**config.mk**
```make
export PLATFORM = sky130hd
export DESIGN_NAME = mem_stage
export DESIGN_NICKNAME = d
export VERILOG_FILES = /design/src/source/rv32i_types.sv /design/src/source/mem_stage.sv
export VERILOG_INCLUDE_DIRS = /design/src /design/src/include
export SDC_FILE = /design/constraint.sdc
export NUM_CORES = 1
export LEC_CHECK = 0
export ABC_AREA = 1
export BUFFER_PORTS_ARGS = -buffer_cell sky130_fd_sc_hd__buf_2
export CORE_MARGIN = 8
export CORE_UTILIZATION = 43
export CTS_CLUSTER_DIAMETER = 100
export DETAILED_ROUTE_END_ITERATION = 12
export GPL_TIMING_DRIVEN = 0
export PLACE_DENSITY = 0.77
export SETUP_SLACK_MARGIN = 0.2
export SYNTH_ARGS = -nofsm -noshare
export SYNTH_HDL_FRONTEND = slang
export SYNTH_SLANG_ARGS = --single-unit
```
**constraint.sdc**
```tcl
create_clock -name clk_i -period 1.2 [get_ports clk_i]
set_input_delay 0.06 -clock clk_i [delete_from_list [all_inputs] [get_ports clk_i]]
set_output_delay 0.06 -clock clk_i [all_outputs]
set_load 0.01 [all_outputs]
```
**src/include/rv32i_consts.svh**
```systemverilog
`ifndef RV32I_CONSTS_SVH
`define RV32I_CONSTS_SVH

// datapath and storage sizes
`define XLEN        32
`define NUM_REGS    32
`define DMEM_WORDS  256

// writeback result source
`define REGMUX_ALU_OUT   4'd0
`define REGMUX_BR_EN     4'd1
`define REGMUX_U_IMM     4'd2
`define REGMUX_PC_PLUS4  4'd3
`define REGMUX_LW        4'd4
`define REGMUX_LH        4'd5
`define REGMUX_LHU       4'd6
`define REGMUX_LB        4'd7
`define REGMUX_LBU       4'd8

// store width
`define STORE_B  2'd0
`define STORE_H  2'd1
`define STORE_W  2'd2

`endif
```
**src/source/rv32i_types.sv**
```systemverilog
`include "rv32i_consts.svh"

package rv32i_types;

    // one memory word, seen as byte lanes or halfword lanes
    // lane 0 is the least significant
    typedef union packed {
        logic [`XLEN/8-1:0][7:0]   bytes;
        logic [`XLEN/16-1:0][15:0] halves;
    } mem_word_u;

endpackage : rv32i_types

```
**src/source/mem_stage.sv**
```systemverilog
`include "rv32i_consts.svh"

module mem_stage (
    input  logic                             clk_i,
    input  logic                             rst_i,
    input  logic                             valid_i,
    input  logic                             load_regfile_i,
    input  logic [3:0]                       regfilemux_sel_i,
    input  logic                             mem_read_i,
    input  logic                             mem_write_i,
    input  logic [1:0]                       store_width_i,
    input  logic [4:0]                       rd_i,
    input  logic [`XLEN-1:0]                 alu_out_i,
    input  logic [`XLEN-1:0]                 rs2_data_i,
    input  logic [`XLEN-1:0]                 pc_i,
    input  logic [`XLEN-1:0]                 u_imm_i,
    input  logic                             br_en_i,

    output logic                             dmem_read_o,
    output logic [3:0]                       dmem_byte_en_o,
    output logic [$clog2(`DMEM_WORDS)-1:0]   dmem_addr_o,
    output rv32i_types::mem_word_u           dmem_wdata_o,

    output logic                             wb_valid_o,
    output logic                             wb_load_regfile_o,
    output logic [3:0]                       wb_regfilemux_sel_o,
    output logic [4:0]                       wb_rd_o,
    output logic [`XLEN-1:0]                 wb_alu_out_o,
    output logic [`XLEN-1:0]                 wb_pc_o,
    output logic [`XLEN-1:0]                 wb_u_imm_o,
    output logic                             wb_br_en_o
);
    import rv32i_types::*;

    localparam int ADDR_W = $clog2(`DMEM_WORDS);

    // memory stage register
    logic              ex_valid;
    logic              ex_load_regfile;
    logic [3:0]        ex_regfilemux_sel;
    logic              ex_mem_read;
    logic              ex_mem_write;
    logic [1:0]        ex_store_width;
    logic [4:0]        ex_rd;
    logic [`XLEN-1:0]  ex_alu_out;
    logic [`XLEN-1:0]  ex_rs2_data;
    logic [`XLEN-1:0]  ex_pc;
    logic [`XLEN-1:0]  ex_u_imm;
    logic              ex_br_en;

    mem_word_u         store_word;
    logic [3:0]        store_en;

    always_ff @(posedge clk_i) begin
        if (rst_i) begin
            ex_valid   <= 1'b0;
            wb_valid_o <= 1'b0;
        end else begin
            ex_valid   <= valid_i;
            wb_valid_o <= ex_valid;
        end
    end

    always_ff @(posedge clk_i) begin
        ex_load_regfile   <= load_regfile_i;
        ex_regfilemux_sel <= regfilemux_sel_i;
        ex_mem_read       <= mem_read_i;
        ex_mem_write      <= mem_write_i;
        ex_store_width    <= store_width_i;
        ex_rd             <= rd_i;
        ex_alu_out        <= alu_out_i;
        ex_rs2_data       <= rs2_data_i;
        ex_pc             <= pc_i;
        ex_u_imm          <= u_imm_i;
        ex_br_en          <= br_en_i;
    end

    // store data goes out in every lane, byte enables pick the target
    always_comb begin : store_lanes
        store_word = ex_rs2_data;
        store_en   = 4'b0000;
        case (ex_store_width)
            `STORE_B: begin
                store_word.bytes = {4{ex_rs2_data[7:0]}};
                store_en         = 4'b0001 << ex_alu_out[1:0];
            end
            `STORE_H: begin
                store_word.halves = {2{ex_rs2_data[15:0]}};
                store_en          = ex_alu_out[1] ? 4'b1100 : 4'b0011;
            end
            `STORE_W: begin
                store_en = 4'b1111;
            end
            default: begin
                store_en = 4'b0000;
            end
        endcase
    end

    assign dmem_read_o    = ex_valid & ex_mem_read;
    assign dmem_byte_en_o = (ex_valid && ex_mem_write) ? store_en : 4'b0000;
    assign dmem_addr_o    = ex_alu_out[ADDR_W+1:2];
    assign dmem_wdata_o   = store_word;

    // writeback register, no stall so it follows every cycle
    always_ff @(posedge clk_i) begin
        wb_load_regfile_o   <= ex_load_regfile;
        wb_regfilemux_sel_o <= ex_regfilemux_sel;
        wb_rd_o             <= ex_rd;
        wb_alu_out_o        <= ex_alu_out;
        wb_pc_o             <= ex_pc;
        wb_u_imm_o          <= ex_u_imm;
        wb_br_en_o          <= ex_br_en;
    end

    // misaligned stores would land in the wrong lanes
    store_aligned_a: assert property (
        @(posedge clk_i) disable iff (rst_i)
        (ex_valid && ex_mem_write) |->
            (ex_store_width != `STORE_H || ex_alu_out[0] == 1'b0) &&
            (ex_store_width != `STORE_W || ex_alu_out[1:0] == 2'b00)
    ) else $error("misaligned store at address %h", ex_alu_out);

endmodule : mem_stage

```
==> results.ini <==
[status]
outcome = finished with violations
violations = negative setup slack

[worst_setup_path]
critPathMaxFanout = 7
critPathKind = register to output port
critPathRequiredTime_ns = 1.14
timing.rr.end = wb_alu_out_o[1]
ff2ff_setup_slack_ns = 0.66
endpoint_kind = output port
worstRegToRegCells = 0
critPathLaunchType = register
crit_arrival_ns = 1.59
reg2reg_from = ex_alu_out[1]

[timing]
worst_pin_slew_ns = 0.230
slew_viol_final = 0
hold_violations = 0
timing.final.ws_setup_ns = -0.454
skew_ns = 0.0142
setup_tns_ns = -10.70
setup_viol = 29
finalCriticalPeriod_ns = 1.65
rsz0062_at_grt = yes
fmaxAchievable_mhz = 604
finalCritPeriodShare_pct = 138
relSlewSlack_pct = 84.6

[clock_network]
clk_pin_slew_ns = 0.06
cts_sinks = 252
cts_made_buffers = 23
clk_latency_ns = 0.50
tritoncts = done
cts_root_buffer = clkbuf_16
cts.path.max_buffers = 3
ctsHtreeMaxLevel = 1

[logic_synthesis]
yosysWarnings = 0
synth_largest_area_cell = dfxtp_1
synth_area_um2 = 5630
ys_ff_latch = 252
synth.top_cells.by_area = dfxtp_1, nand2_1, buf_4, inv_1, nor2_1
syn-num-nets = 524
syn_avg_cell_area_um2 = 14.9
netlist_instances = 378
synth_top_area_share_pct = 89.5
seq_area_frac_synth_pct = 89.5
synthDistinctLibCells = 12

[min_path]
worstHoldStart = pc_i[26]
hold_path_end = ex_pc[26]
hp-class = input pin to register
holdPathStages = 2

[pwr]
leakage_uw = 0.00499
power_per_cell_area_nw_per_um2 = 1690
peakVddDrop_v = 0.00176

[layout]
drive_above_1_share_pct = 55.9
fin_nets = 1001
n_fill_cell = 661
seq_area_um2 = 5190
areaGrowthSynthToFinish_pct = 87.2
fin_area_um2 = 10500
final_core_util_pct = 80.9
multi_input_area_um2 = 469

[routing]
ant_nets = 0
vias = 4636
drtIter0Drc = 194
drc = 0
firstDrtPassIters = 4
routed_wirelength_mm = 22.0
detail_route.wl_per_cell_um = 20.9
vias_per_cell = 4.42

[place]
pre_cts_ws_ns = 0.0145
dpl_cell_area_um2 = 7350
gp_congestion = 0.920
place.detailed.hpwl_mm = 11.3
io_buffers = 298

[global_route]
grt_pass1_vias = 5214
grt_usage_pct = 22.7
grt_overflow = 0
grt_pass1_wl_mm = 29.0
antenna_found_initial = 4
grt_max_degree = 16

[floorplan]
rows = 42
coreArea_um2 = 13000
io_pins = 299
fp.dieArea_um2 = 17000
die_h_um = 130
start_util_pct = 43.2
die_x_um = 130

[job]
drv_cap = 0

per-stage QoR:
stage,power (uW),instances,hold slack (ns)
after global placement,10000,852,0.162
after CTS,17500,1041,0.167
after global routing,18400,1047,0.179
after detailed placement,10000,852,0.164
final,17800,1049,0.192
after floorplan,9420,378,0.0877
worst max path at each step:
stage	start	to	slack [ns]	depth (start not counted)
CTS	ex_store_width[1]	dmem_byte_en_o[1]	-0.41	8
finish	ex_store_width[1]	dmem_wdata_o[26]	-0.45	6
detailed placement	ex_store_width[1]	dmem_wdata_o[29]	0.01	7
global placement	ex_store_width[1]	dmem_wdata_o[8]	0.01	5
global route	ex_store_width[1]	dmem_byte_en_o[0]	-0.54	8
floorplan	ex_store_width[1]	dmem_byte_en_o[1]	0.22	7
logic make-up (layout without fill, tap and decap cells):
kind of cell	count (synthesis)	count (layout)	synth area share (%)
AO/OA/AOI/OAI	8	8	0.888
AND/OR/NAND/NOR	84	84	5.88
buffers and inverters	34	523	3.69
other	0	6	0
flip-flops	252	252	89.5
Yosys cell counts:
library cell and number:
buf_2 1, buf_4 17, buf_6 2, dfxtp_1 252, inv_1 13, inv_2 1, nand2_1 64, nand3_1 7
nor2_1 12, nor2_4 1, o211ai_1 4, o21ai_0 4
layout by cell type (no fill, tap or decap), types with 2 or more instances in the layout:
cell type      Yosys  final
o21ai_0            4      2
buf_6              2    125
o21ai_1            0      2
nand2_2            0     10
buf_2              1    195
dfxtp_2            0     93
nor2_2             0      3
nor2_1            12      9
dlygate4sd3_1      0    145
diode_2            0      6
clkbuf_1           0      5
nand2_1           64     50
nand2_4            0      4
o211ai_1           4      4
clkbuf_16          0     23
nand3_2            0      5
clkinvlp_4         0      2
buf_4             17      7
inv_1             13     11
dfxtp_4            0      7
bufinv_16          0      2
nand3_1            7      2
inv_2              1      2
dfxtp_1          252    152
clkinv_2           0      2
repair_timing:
| item | in CTS | in global routing |
|---|---|---|
| pin swaps | 9 | 3 |
| setup endpoints to repair | 142 | 153 |
| hold buffers | 145 | 0 |
| gates cloned | 1 | 0 |
| buffers inserted | 6 | 2 |
| endpoints found under the hold margin | 145 | 0 |
| resized for setup | 146 | 126 |
flip-flops by register name, indices dropped and copies added (netlist names), 4 cells and up:
signal               count
ex_alu_out              32
wb_rd_o                  5
ex_pc                   32
ex_rd                    5
wb_regfilemux_sel_o      4
ex_u_imm                32
wb_pc_o                 32
wb_u_imm_o              32
ex_rs2_data             32
wb_alu_out_o            32
ex_regfilemux_sel        4
critical path, stage by stage (launching register included):
cell and delay (ns):
dfxtp_2 0.31, buf_6 0.13, nor2_4 0.14, buf_6 0.18
nand2_4 0.05, o211ai_1 0.10, buf_2 0.18
power by group:
| part | switching (uW) | leakage [uW] | internal (uW) |
|---|---|---|---|
| Combinational | 641 | 0.00252 | 1010 |
| Sequential | 219 | 0.00213 | 8850 |
| Clock | 3060 | 0.000342 | 4020 |
| Total | 3920 | 0.00499 | 13900 |
final cells by class:
type | count | area share [%]
antenna | 6 | 0.142
clock inverter | 8 | 0.973
clock buffer | 29 | 5.77
sequential | 252 | 49.2
buffer | 20 | 2.08
timing repair buffer | 452 | 34.8
tap | 176 | 2.09
multi-input combinational | 92 | 4.45
inverter | 14 | 0.522
metal layers:
layer	wire, um	vias up	global-route usage [%]	share of wire (%)
met2	12500	238	44.1	57
met3	1990	46	9.17	9.1
met5	0	-	0	0
met4	598	0	9.18	2.7
met1	6900	2244	20.2	31
li1	-	2108	-	-
No activity file was read; power rests on OpenSTA's default activity.
