==> config.mk <==
export PLATFORM = sky130hd
export DESIGN_NAME = wb_stage
export DESIGN_NICKNAME = d
export VERILOG_FILES = /design/src/source/rv32i_types.sv /design/src/source/wb_stage.sv
export VERILOG_INCLUDE_DIRS = /design/src /design/src/include
export SDC_FILE = /design/constraint.sdc
export NUM_CORES = 1
export LEC_CHECK = 0
export BUFFER_PORTS_ARGS = -buffer_cell sky130_fd_sc_hd__buf_4
export CAP_MARGIN = 10
export CORE_MARGIN = 2
export CORE_UTILIZATION = 37
export DETAILED_ROUTE_END_ITERATION = 10
export GPL_TIMING_DRIVEN = 0
export PLACE_DENSITY = 0.77
export SLEW_MARGIN = 20
export SYNTH_ARGS = -nofsm -noshare
export SYNTH_HDL_FRONTEND = slang
export SYNTH_SLANG_ARGS = --single-unit
==> constraint.sdc <==
create_clock -name vclk -period 1.7
set_input_delay 0.17 -clock vclk [all_inputs]
set_output_delay 0.17 -clock vclk [all_outputs]
set_load 0.005 [all_outputs]
==> src/include/rv32i_consts.svh <==
`ifndef RV32I_CONSTS_SVH
`define RV32I_CONSTS_SVH

// datapath and storage sizes
`define XLEN        32
`define NUM_REGS    32
`define DMEM_WORDS  256

// writeback result source
`define REGMUX_ALU_OUT   4'd0
`define REGMUX_BR_EN     4'd1
`define REGMUX_U_IMM     4'd2
`define REGMUX_PC_PLUS4  4'd3
`define REGMUX_LW        4'd4
`define REGMUX_LH        4'd5
`define REGMUX_LHU       4'd6
`define REGMUX_LB        4'd7
`define REGMUX_LBU       4'd8

// store width
`define STORE_B  2'd0
`define STORE_H  2'd1
`define STORE_W  2'd2

`endif
==> src/source/rv32i_types.sv <==
`include "rv32i_consts.svh"

package rv32i_types;

    // one memory word, seen as byte lanes or halfword lanes
    // lane 0 is the least significant
    typedef union packed {
        logic [`XLEN/8-1:0][7:0]   bytes;
        logic [`XLEN/16-1:0][15:0] halves;
    } mem_word_u;

endpackage : rv32i_types

==> src/source/wb_stage.sv <==
`include "rv32i_consts.svh"

module wb_stage (
    input  logic                    wb_valid_i,
    input  logic                    load_regfile_i,
    input  logic [3:0]              regfilemux_sel_i,
    input  logic [4:0]              rd_i,
    input  logic [`XLEN-1:0]        alu_out_i,
    input  logic [`XLEN-1:0]        pc_i,
    input  logic [`XLEN-1:0]        u_imm_i,
    input  logic                    br_en_i,
    input  rv32i_types::mem_word_u  mem_rdata_i,

    output logic                    load_regfile_o,
    output logic [4:0]              rd_o,
    output logic [`XLEN-1:0]        regfilemux_out_o
);

    logic [7:0]  load_byte;
    logic [15:0] load_half;
    logic        is_half_load;

    // lane picked by the low address bits
    assign load_byte = mem_rdata_i.bytes[alu_out_i[1:0]];
    assign load_half = mem_rdata_i.halves[alu_out_i[1]];

    assign is_half_load = (regfilemux_sel_i == `REGMUX_LH) ||
                          (regfilemux_sel_i == `REGMUX_LHU);

    always_comb begin : wb_mux
        case (regfilemux_sel_i)
            `REGMUX_ALU_OUT: begin
                regfilemux_out_o = alu_out_i;
            end
            `REGMUX_BR_EN: begin
                regfilemux_out_o = {{(`XLEN-1){1'b0}}, br_en_i};
            end
            `REGMUX_U_IMM: begin
                regfilemux_out_o = u_imm_i;
            end
            `REGMUX_PC_PLUS4: begin
                regfilemux_out_o = pc_i + `XLEN'd4;
            end
            `REGMUX_LW: begin
                regfilemux_out_o = mem_rdata_i;
            end
            `REGMUX_LH: begin
                regfilemux_out_o = {{(`XLEN-16){load_half[15]}}, load_half};
            end
            `REGMUX_LHU: begin
                regfilemux_out_o = {{(`XLEN-16){1'b0}}, load_half};
            end
            `REGMUX_LB: begin
                regfilemux_out_o = {{(`XLEN-8){load_byte[7]}}, load_byte};
            end
            `REGMUX_LBU: begin
                regfilemux_out_o = {{(`XLEN-8){1'b0}}, load_byte};
            end
            default: begin
                regfilemux_out_o = '0;
            end
        endcase
    end

    // a bubble never writes the register file
    assign load_regfile_o = wb_valid_i & load_regfile_i;
    assign rd_o           = rd_i;

    // no clock here, so these are checked at the end of each time step
    always_comb begin : wb_checks
        if (wb_valid_i) begin
            sel_known_a: assert final (!$isunknown(regfilemux_sel_i))
                else $error("unknown writeback select");
            if (is_half_load) begin
                half_aligned_a: assert final (alu_out_i[0] == 1'b0)
                    else $error("misaligned halfword load at %h", alu_out_i);
            end
        end
    end

endmodule : wb_stage

==> results.tsv, run 1 <==
stage	metric	value	unit
power	combPwrFrac	100.0	%
sta	fin_hold_ws	0.5054	ns
placement	dp_hpwl	9131	µm
power	p_leak	2.101	nW
setup_path	crit_fanout	7	
setup_path	critPathLaunchType	input pin	
drt	drc_errors	0	
global_route	grt_use_total	35.40	%
sta	tightest_slew	0.6159	ns
sta	period_share	120.7	%
yosys	netlist_instances	297	
min_path	hold_path_end	rd_o[3]	
setup_path	crit_arrival	1.88	ns
power	p_clk_share	0	%
yosys	synth_area_per_cell	7.254	µm²
drt	detail-route-antenna-nets	0	
drt	initialDrtViolationCount	663	
sta	fin_ws	-0.3515	ns
global_route	grt_pass1_wl	18000	µm
layout	final_util	84.13	%
drt	first_pass_iters	7	
clocking	cts_hold_buf	0	
layout	fin_cells	587	
min_path	min_from	rd_i[3]	
floorplanning	num_rows	27	
min_path	hp-class	in2out	
power	ir_drop	0.1707	mV
placement	io_buffer_count	169	
global_route	antenna_found_initial	0	
global_route	grt_max_degree	11	
floorplanning	die_x	80.31	µm
placement	gp_congestion	0.9911	
status	status	finished with violations	
min_path	hold_depth	2	
yosys	yosys_warnings	0	
layout	fillers	310	
layout	area_delta_synth_final	117.7	%
placement	place_area	3527	µm²
power	pwr-share-seq	0	%
placement	placed_cells	538	
global_route	gr-total-overflow	0	
global_route	first_global_vias	3557	
drt	routed_wl	14420	µm
sta	setup_violations	28	
layout	regArea	0	µm²
sta	hold_viol_final	0	
sta	rsz0062_at_grt	yes	
yosys	synth_cell_types	52	
setup_path	critical_path_class	in2out	
floorplanning	die_h	80.31	µm
layout	diodes	0	
status	violations	negative setup slack	
power	swShare	44.26	%
layout	nets	658	
sta	drv_slew	0	
sta	maxSlewHeadroom	58.94	%
drt	wl_per_cell	24.56	µm
drt	num_vias	4040	
layout	final_area	4690	µm²
layout	drive_above_1_share	64.47	%
sta	fmax	0.4875	GHz
layout	seq_cell_count	0	
drt	viasPerCell	6.882	
setup_path	required	1.53	ns
yosys	ys_seq_area_share	0	%
yosys	syn_nets	438	
setup_path	end_kind	output port	
power	internal-power	653.3	µW
floorplanning	initial_utilization	38.65	%
sta	min_period	2.051	ns
power	p_per_area	249.9	nW/µm²
floorplanning	io_pins	178	
floorplanning	die_area	6450	µm²
layout	nClkBuffers	0	
power	p_sw	518.8	µW
floorplanning	core	5574	µm²
job	drv_cap	0	
yosys	syn_area	2155	µm²
-- layout make-up --
class	instances	area, µm²	area share (%)
repair buffers	219	1841	39.25
multi-input cells	263	2417	51.55
inverters	4	15.01	0.3202
plain buffers	29	326.6	6.964
well taps	72	90.09	1.921
-- kinds of logic (layout without fill, tap and decap cells) --
group | count (synthesis) | in the layout | share of synthesized area (%)
AND/OR/NAND/NOR | 125 | 126 | 34.61
AO/OA/AOI/OAI | 92 | 92 | 34.67
buffers and inverters | 35 | 252 | 7.491
multiplexers | 31 | 31 | 17.36
XOR/XNOR | 13 | 13 | 5.285
adder cells (fa/ha/maj) | 1 | 1 | 0.5806
-- metal layers --
layer | wire (µm) | vias to the layer above | share of wire [%] | track usage [%]
li1 | - | 1678 | - | -
met1 | 4951 | 1858 | 34 | 43.85
met2 | 6794 | 397 | 47 | 61.08
met3 | 1716 | 107 | 12 | 5.281
met4 | 955 | 0 | 6.6 | 13.90
met5 | 0 | - | 0 | 0
-- what timing repair did --
| action | CTS | global route |
|---|---|---|
| endpoints found under the setup margin | 32 | 32 |
| setup buffers | 30 | 19 |
| resized for setup | 134 | 60 |
| endpoints found under the hold margin | 0 | 0 |
| pin swaps | 36 | 34 |
| gates cloned | 2 | 1 |
-- per-stage QoR --
step	power [mW]	setup TNS (ns)	setup WS, ns
after floorplan	0.3320	-0.5301	-0.06192
after global placement	0.8264	-22.81	-0.8751
after detailed placement	0.8335	-21.63	-0.7960
after CTS	1.006	-3.247	-0.2835
after global routing	1.212	-4.849	-0.3697
final	1.172	-4.367	-0.3515
-- cells in the mapped netlist (3+ instances only) --
cell       count  area share (%)
o2111ai_1      3             1.2
a221oi_1       3             1.2
a211oi_1       3             1.0
mux4_2         3             3.1
o21ai_0        3            0.70
or4_1          8             2.8
nor2_1        13             2.3
or2_2          3            0.87
a22oi_1        9             3.1
buf_4          5             1.7
buf_2          3            0.70
nor4_1         5             1.5
mux2_2        21              11
inv_1          4            0.70
nand3b_1      10             3.5
xor2_1         5             2.0
o311ai_0       3             1.2
a21boi_0      10             3.5
xnor2_1        8             3.3
nor4b_1        3             1.2
nand4_1       11             3.2
mux2i_1        7             3.3
o211ai_1      17             5.9
clkbuf_1      20             3.5
a21oi_1        5             1.2
nor3_1         7             1.6
nand2_1       24             4.2
a222oi_1      21             9.8
a21o_1         7             2.4
nand3_1       24             5.6
-- worst max-delay path: stages --
cell	delay, ns
buf_8	0.11
clkbuf_16	0.16
buf_8	0.13
mux2_4	0.32
a222oi_1	0.58
o211ai_1	0.23
buf_4	0.19
-- cells in the final DEF (no fill, tap or decap), drive strengths merged, types with 2 or more instances in the layout --
master,n
buf,234
inv,4
nand4,12
nor3,7
nor2,13
a211oi,3
or2,3
o211ai,17
nand3b,10
nand2b,2
nand2,24
a21boi,10
a221oi,3
o21ai,3
or4b,4
xnor2,8
a22oi,9
clkbuf,14
nand3,24
mux4,3
nor4,7
a21oi,5
a222oi,21
o211a,2
xor2,5
or4,9
nor4b,3
a21o,7
mux2,21
and3b,2
a32oi,2
o311ai,3
mux2i,7
o2111ai,3
-- power groups by stage --
stage	Clock (mW)	Sequential, mW	Combinational [mW]
CTS	0	0	1.01
global route	0	0	1.21
floorplan	0	0	0.332
finish	0	0	1.17
detailed placement	0	0	0.833
global placement	0	0	0.826
-- worst max-delay path by stage --
stage	from	endpoint	depth (start not counted)
6_report	regfilemux_sel_i[2]	regfilemux_out_o[9]	7
5_1_grt	regfilemux_sel_i[2]	regfilemux_out_o[9]	7
4_1_cts	alu_out_i[1]	regfilemux_out_o[28]	7
3_5_place_dp	regfilemux_sel_i[1]	regfilemux_out_o[15]	7
3_3_place_gp	regfilemux_sel_i[1]	regfilemux_out_o[15]	7
2_1_floorplan	regfilemux_sel_i[1]	regfilemux_out_o[15]	5
Note: power is estimated with default switching activity, not from simulation.
==> inputs of run 2 (changes only) <==
==> constraint.sdc (replaced) <==
create_clock -name vclk -period 1.7
set_input_delay 0.34 -clock vclk [all_inputs]
set_output_delay 0.34 -clock vclk [all_outputs]
set_load 0.005 [all_outputs]
==> results.tsv, run 2 (synthesis results as in run 1) <==
stage	metric	value	unit	change
status	status	finished with violations		
status	violations	negative setup slack		
job	drv_cap	0		unchanged
global_route	grt_use_total	38.72	%	+3.3 points
drt	routed_wl	14240	µm	-1.3%
sta	period_share	138.1	%	+17 points
sta	rsz0062_at_grt	yes		
power	p_sw	510.8	µW	-1.5%
power	p_per_area	243.8	nW/µm²	-2.4%
layout	layout_commonest_cell	buf_4		
sta	drv_slew	0		unchanged
power	pwr-share-seq	0	%	unchanged
floorplanning	die_area	6450	µm²	unchanged
sta	maxSlewHeadroom	60.99	%	+2.1 points
floorplanning	io_pins	178		unchanged
floorplanning	initial_utilization	38.65	%	unchanged
power	swShare	44.11	%	-0.15 points
drt	viasPerCell	6.822		-0.88%
sta	hold_viol_final	0		unchanged
setup_path	crit_start	alu_out_i[1]		
setup_path	critical_path_class	in2out		
setup_path	path_buf_inv	3		-1
floorplanning	die_x	80.31	µm	unchanged
layout	seq_cell_count	0		unchanged
drt	first_pass_iters	6		-1
drt	drc_errors	0		unchanged
floorplanning	die_h	80.31	µm	unchanged
power	ir_drop	0.1790	mV	+4.9%
global_route	gr-total-overflow	0		unchanged
power	p_leak	2.094	nW	-0.29%
global_route	grt_max_degree	11		unchanged
layout	nClkBuffers	0		unchanged
sta	setup-tns-final	-13.95	ns	-9.583 ns
sta	fin_hold_ws	0.8459	ns	+0.3405 ns
sta	min_period	2.348	ns	+0.2961 ns
layout	mostFrequentLayoutCells	189 x buf_4, 27 x buf_6, 21 x a222oi_1, 21 x nand2_1		
layout	drive_above_1_share	65.38	%	+0.91 points
min_path	hp-class	in2out		
sta	fin_ws	-0.6475	ns	-0.2961 ns
drt	num_vias	4018		-0.54%
layout	fin_cells	589		+0.34%
setup_path	cp_common_cell	mux2_4		
power	internal-power	647.3	µW	-0.93%
placement	dp_slack	-0.6646	ns	+0.1315 ns
drt	initialDrtViolationCount	457		-31%
setup_path	critical-path-top-delay-family	multiplexers		
layout	diodes	0		unchanged
power	combPwrFrac	100.0	%	about the same
sta	setup_violations	32		+14%
setup_path	end_kind	output port		
layout	nets	660		+0.30%
drt	wl_per_cell	24.17	µm	-1.6%
layout	fillers	326		+5.2%
setup_path	cp_slowest_cell	a222oi_1		
drt	detail-route-antenna-nets	0		unchanged
floorplanning	core	5574	µm²	unchanged
sta	fmax	0.4260	GHz	-13%
setup_path	critPathLaunchType	input pin		
sta	tightest_slew	0.5852	ns	-0.03077 ns
setup_path	crit_arrival	2.01	ns	+0.13 ns
placement	dp_hpwl	9454	µm	+3.5%
setup_path	cp_cell_sequence	buf_8 > buf_12 > mux2_4 > mux2_4 > a222oi_1 > nand3b_1 > buf_4		
min_path	min_from	rd_i[3]		
setup_path	required	1.36	ns	-0.17 ns
global_route	antenna_found_initial	0		unchanged
layout	area_delta_synth_final	120.4	%	
placement	placed_cells	538		unchanged
placement	io_buffer_count	169		unchanged
placement	gp_congestion	0.9789		-1.2%
power	p_clk_share	0	%	unchanged
setup_path	crit_fanout	6		-1
setup_path	cp_slowest_stage_delay	0.51	ns	-0.07 ns
global_route	grt_pass1_wl	19340	µm	+7.4%
layout	regArea	0	µm²	unchanged
floorplanning	num_rows	27		unchanged
global_route	first_global_vias	3659		+2.9%
[run 2: repair_timing]
action | CTS | global route
pin swaps | 42 | 30
hold buffers | 0 | 0
setup endpoints to repair | 32 | 32
gates cloned | 5 | 1
setup buffers | 32 | 15
gates resized for setup | 91 | 48
hold endpoints to repair | 0 | 0
[run 2: routing by layer]
layer | up-vias | part of all wire [%] | track usage [%] | wire [µm]
li1 | 1680 | - | - | -
met5 | - | 0 | 0 | 0
met1 | 1882 | 36 | 48.93 | 5084
met2 | 388 | 48 | 68.00 | 6787
met3 | 68 | 12 | 4.944 | 1711
met4 | 0 | 4.6 | 11.53 | 654
[run 2: final timing paths]
check,to,slack [ns],depth (start not counted)
max,regfilemux_out_o[24],-0.65,7
min,rd_o[3],0.85,2
[run 2: per-stage QoR]
stage / util [%] / power, mW / area, µm²
after global placement: 67.97 / 0.8987 / 3789
after global routing: 85.21 / 1.200 / 4750
after CTS: 79.62 / 1.040 / 4438
final: 85.21 / 1.158 / 4750
after detailed placement: 67.97 / 0.9058 / 3789
after floorplan: - / 0.3910 / 2430
[run 2: final cells by class]
cell class         count  area (µm²)  share of cell area [%]
inverters              4       15.01                  0.3161
multi-input cells    262        2409                   50.71
well taps             72       90.09                   1.897
plain buffers         30       396.6                   8.351
repair buffers       221        1839                   38.72
[run 2: power by group through the flow]
stage,combinational (mW),sequential [mW],clock (mW)
2_1_floorplan,0.391,0,0
3_3_place_gp,0.899,0,0
3_5_place_dp,0.906,0,0
4_1_cts,1.04,0,0
5_1_grt,1.20,0,0
6_report,1.16,0,0
==> inputs of run 3 (changes only) <==
--- a/config.mk
+++ b/config.mk
@@ -13,6 +13,7 @@
 export DETAILED_ROUTE_END_ITERATION = 10
 export GPL_TIMING_DRIVEN = 0
 export PLACE_DENSITY = 0.77
+export RECOVER_POWER = 50
 export SLEW_MARGIN = 20
 export SYNTH_ARGS = -nofsm -noshare
 export SYNTH_HDL_FRONTEND = slang
==> results.tsv, run 3 (synthesis results as in run 1) <==
stage	metric	value	unit	change
layout	regArea	0	µm²	unchanged
setup_path	critical_path_class	in2out		
setup_path	cp_slowest_cell	a222oi_1		
drt	routed_wl	14250	µm	about the same
status	status	finished with violations		
power	swShare	44.13	%	about the same
setup_path	critPathLaunchType	input pin		
setup_path	required	1.36	ns	about the same
min_path	min_from	rd_i[3]		
setup_path	crit_arrival	2.00	ns	about the same
placement	io_buffer_count	169		unchanged
drt	initialDrtViolationCount	492		+7.7%
floorplanning	io_pins	178		unchanged
power	internal-power	646.9	µW	about the same
power	p_leak	2.094	nW	about the same
sta	setup-tns-final	-13.93	ns	+0.02280 ns
floorplanning	core	5574	µm²	unchanged
sta	tightest_slew	0.5916	ns	+0.006419 ns
setup_path	cp_cell_sequence	buf_8 > buf_12 > mux2_4 > mux2_4 > a222oi_1 > nand3b_1 > buf_4		
sta	fmax	0.4279	GHz	+0.46%
global_route	antenna_found_initial	0		unchanged
job	drv_cap	0		unchanged
sta	hold_viol_final	0		unchanged
layout	layout_commonest_cell	buf_4		
floorplanning	num_rows	27		unchanged
global_route	grt_max_degree	11		unchanged
min_path	hold_path_end	rd_o[3]		
drt	first_pass_iters	6		unchanged
setup_path	end_kind	output port		
layout	seq_cell_count	0		unchanged
sta	min_period	2.337	ns	-0.01075 ns
power	pwr-share-seq	0	%	unchanged
drt	viasPerCell	6.822		unchanged
sta	fin_ws	-0.6368	ns	+0.01075 ns
min_path	hp-class	in2out		
layout	diodes	0		unchanged
layout	final_util	85.21	%	unchanged
floorplanning	die_x	80.31	µm	unchanged
floorplanning	initial_utilization	38.65	%	unchanged
min_path	hold_depth	2		unchanged
layout	area_delta_synth_final	120.4	%	unchanged
layout	mostFrequentLayoutCells	186 x buf_4, 27 x buf_6, 21 x a222oi_1, 21 x nand2_1		
global_route	grt_use_total	38.72	%	unchanged
setup_path	critical-path-top-delay-family	multiplexers		
placement	gp_congestion	0.9789		unchanged
clocking	cts_hold_buf	0		unchanged
layout	nClkBuffers	0		unchanged
layout	drive_above_1_share	65.38	%	unchanged
setup_path	cp_slowest_stage_delay	0.50	ns	about the same
setup_path	crit_fanout	6		unchanged
floorplanning	die_area	6450	µm²	unchanged
sta	setup_violations	32		unchanged
setup_path	cp_common_cell	mux2_4		
drt	drc_errors	0		unchanged
sta	maxSlewHeadroom	60.56	%	-0.43 points
layout	multiInputGateArea	2409	µm²	unchanged
global_route	gr-total-overflow	0		unchanged
sta	period_share	137.5	%	-0.63 points
power	ir_drop	0.1785	mV	-0.31%
sta	drv_slew	0		unchanged
sta	rsz0062_at_grt	yes		
drt	wl_per_cell	24.20	µm	about the same
global_route	first_global_vias	3659		unchanged
power	p_per_area	243.8	nW/µm²	about the same
power	combPwrFrac	100.0	%	about the same
global_route	grt_pass1_wl	19340	µm	unchanged
placement	dp_hpwl	9454	µm	unchanged
layout	fillers	326		unchanged
layout	nets	660		unchanged
status	violations	negative setup slack		
power	p_clk_share	0	%	unchanged
drt	num_vias	4018		unchanged
setup_path	path_buf_inv	3		unchanged
placement	placed_cells	538		unchanged
power	p_sw	510.9	µW	about the same
layout	fin_cells	589		unchanged
drt	detail-route-antenna-nets	0		unchanged
floorplanning	die_h	80.31	µm	unchanged
sta	fin_hold_ws	0.8459	ns	unchanged
==> run 3: worst max path at each step <==
| stage | to | depth (start not counted) | start | slack, ns |
|---|---|---|---|---|
| after floorplan | regfilemux_out_o[15] | 4 | pc_i[7] | -0.25 |
| after global placement | regfilemux_out_o[24] | 7 | alu_out_i[1] | -0.66 |
| after detailed placement | regfilemux_out_o[24] | 7 | alu_out_i[1] | -0.66 |
| after CTS | regfilemux_out_o[24] | 7 | alu_out_i[1] | -0.60 |
| after global routing | regfilemux_out_o[9] | 7 | alu_out_i[1] | -0.65 |
| final | regfilemux_out_o[24] | 7 | alu_out_i[1] | -0.64 |
==> run 3: layout make-up <==
type                            count  share of cell area [%]
Multi-Input combinational cell    262                   50.71
Timing Repair Buffer              221                   38.72
Tap cell                           72                   1.897
Buffer                             30                   8.351
Inverter                            4                  0.3161
==> run 3: per-stage QoR <==
stage	area (µm²)	total power, mW	setup slack (ns)
global route	4750	1.200	-0.6464
floorplan	2430	0.3910	-0.2490
CTS	4438	1.040	-0.6033
detailed placement	3789	0.9058	-0.6646
global placement	3789	0.8987	-0.6581
finish	4750	1.158	-0.6368
==> run 3: layer usage <==
metal  share of wire, %  wire [µm]  GRT usage, %
met1                 36       5076         48.93
met2                 47       6766         68.00
met3                 12       1701         4.944
met4                5.0        706         11.53
met5                  0          0             0
==> run 3: repair_timing <==
item                                    CTS  global route
gates resized for setup                  91            48
hold endpoints to repair                  0             0
cloned                                    5             1
buffers inserted                         32            15
pin swaps                                42            30
endpoints found under the setup margin   32            32
==> run 3: power groups by stage <==
stage / Combinational [mW] / Clock, mW / Sequential (mW)
after global placement: 0.899 / 0 / 0
after global routing: 1.20 / 0 / 0
after detailed placement: 0.906 / 0 / 0
after CTS: 1.04 / 0 / 0
after floorplan: 0.391 / 0 / 0
final: 1.16 / 0 / 0
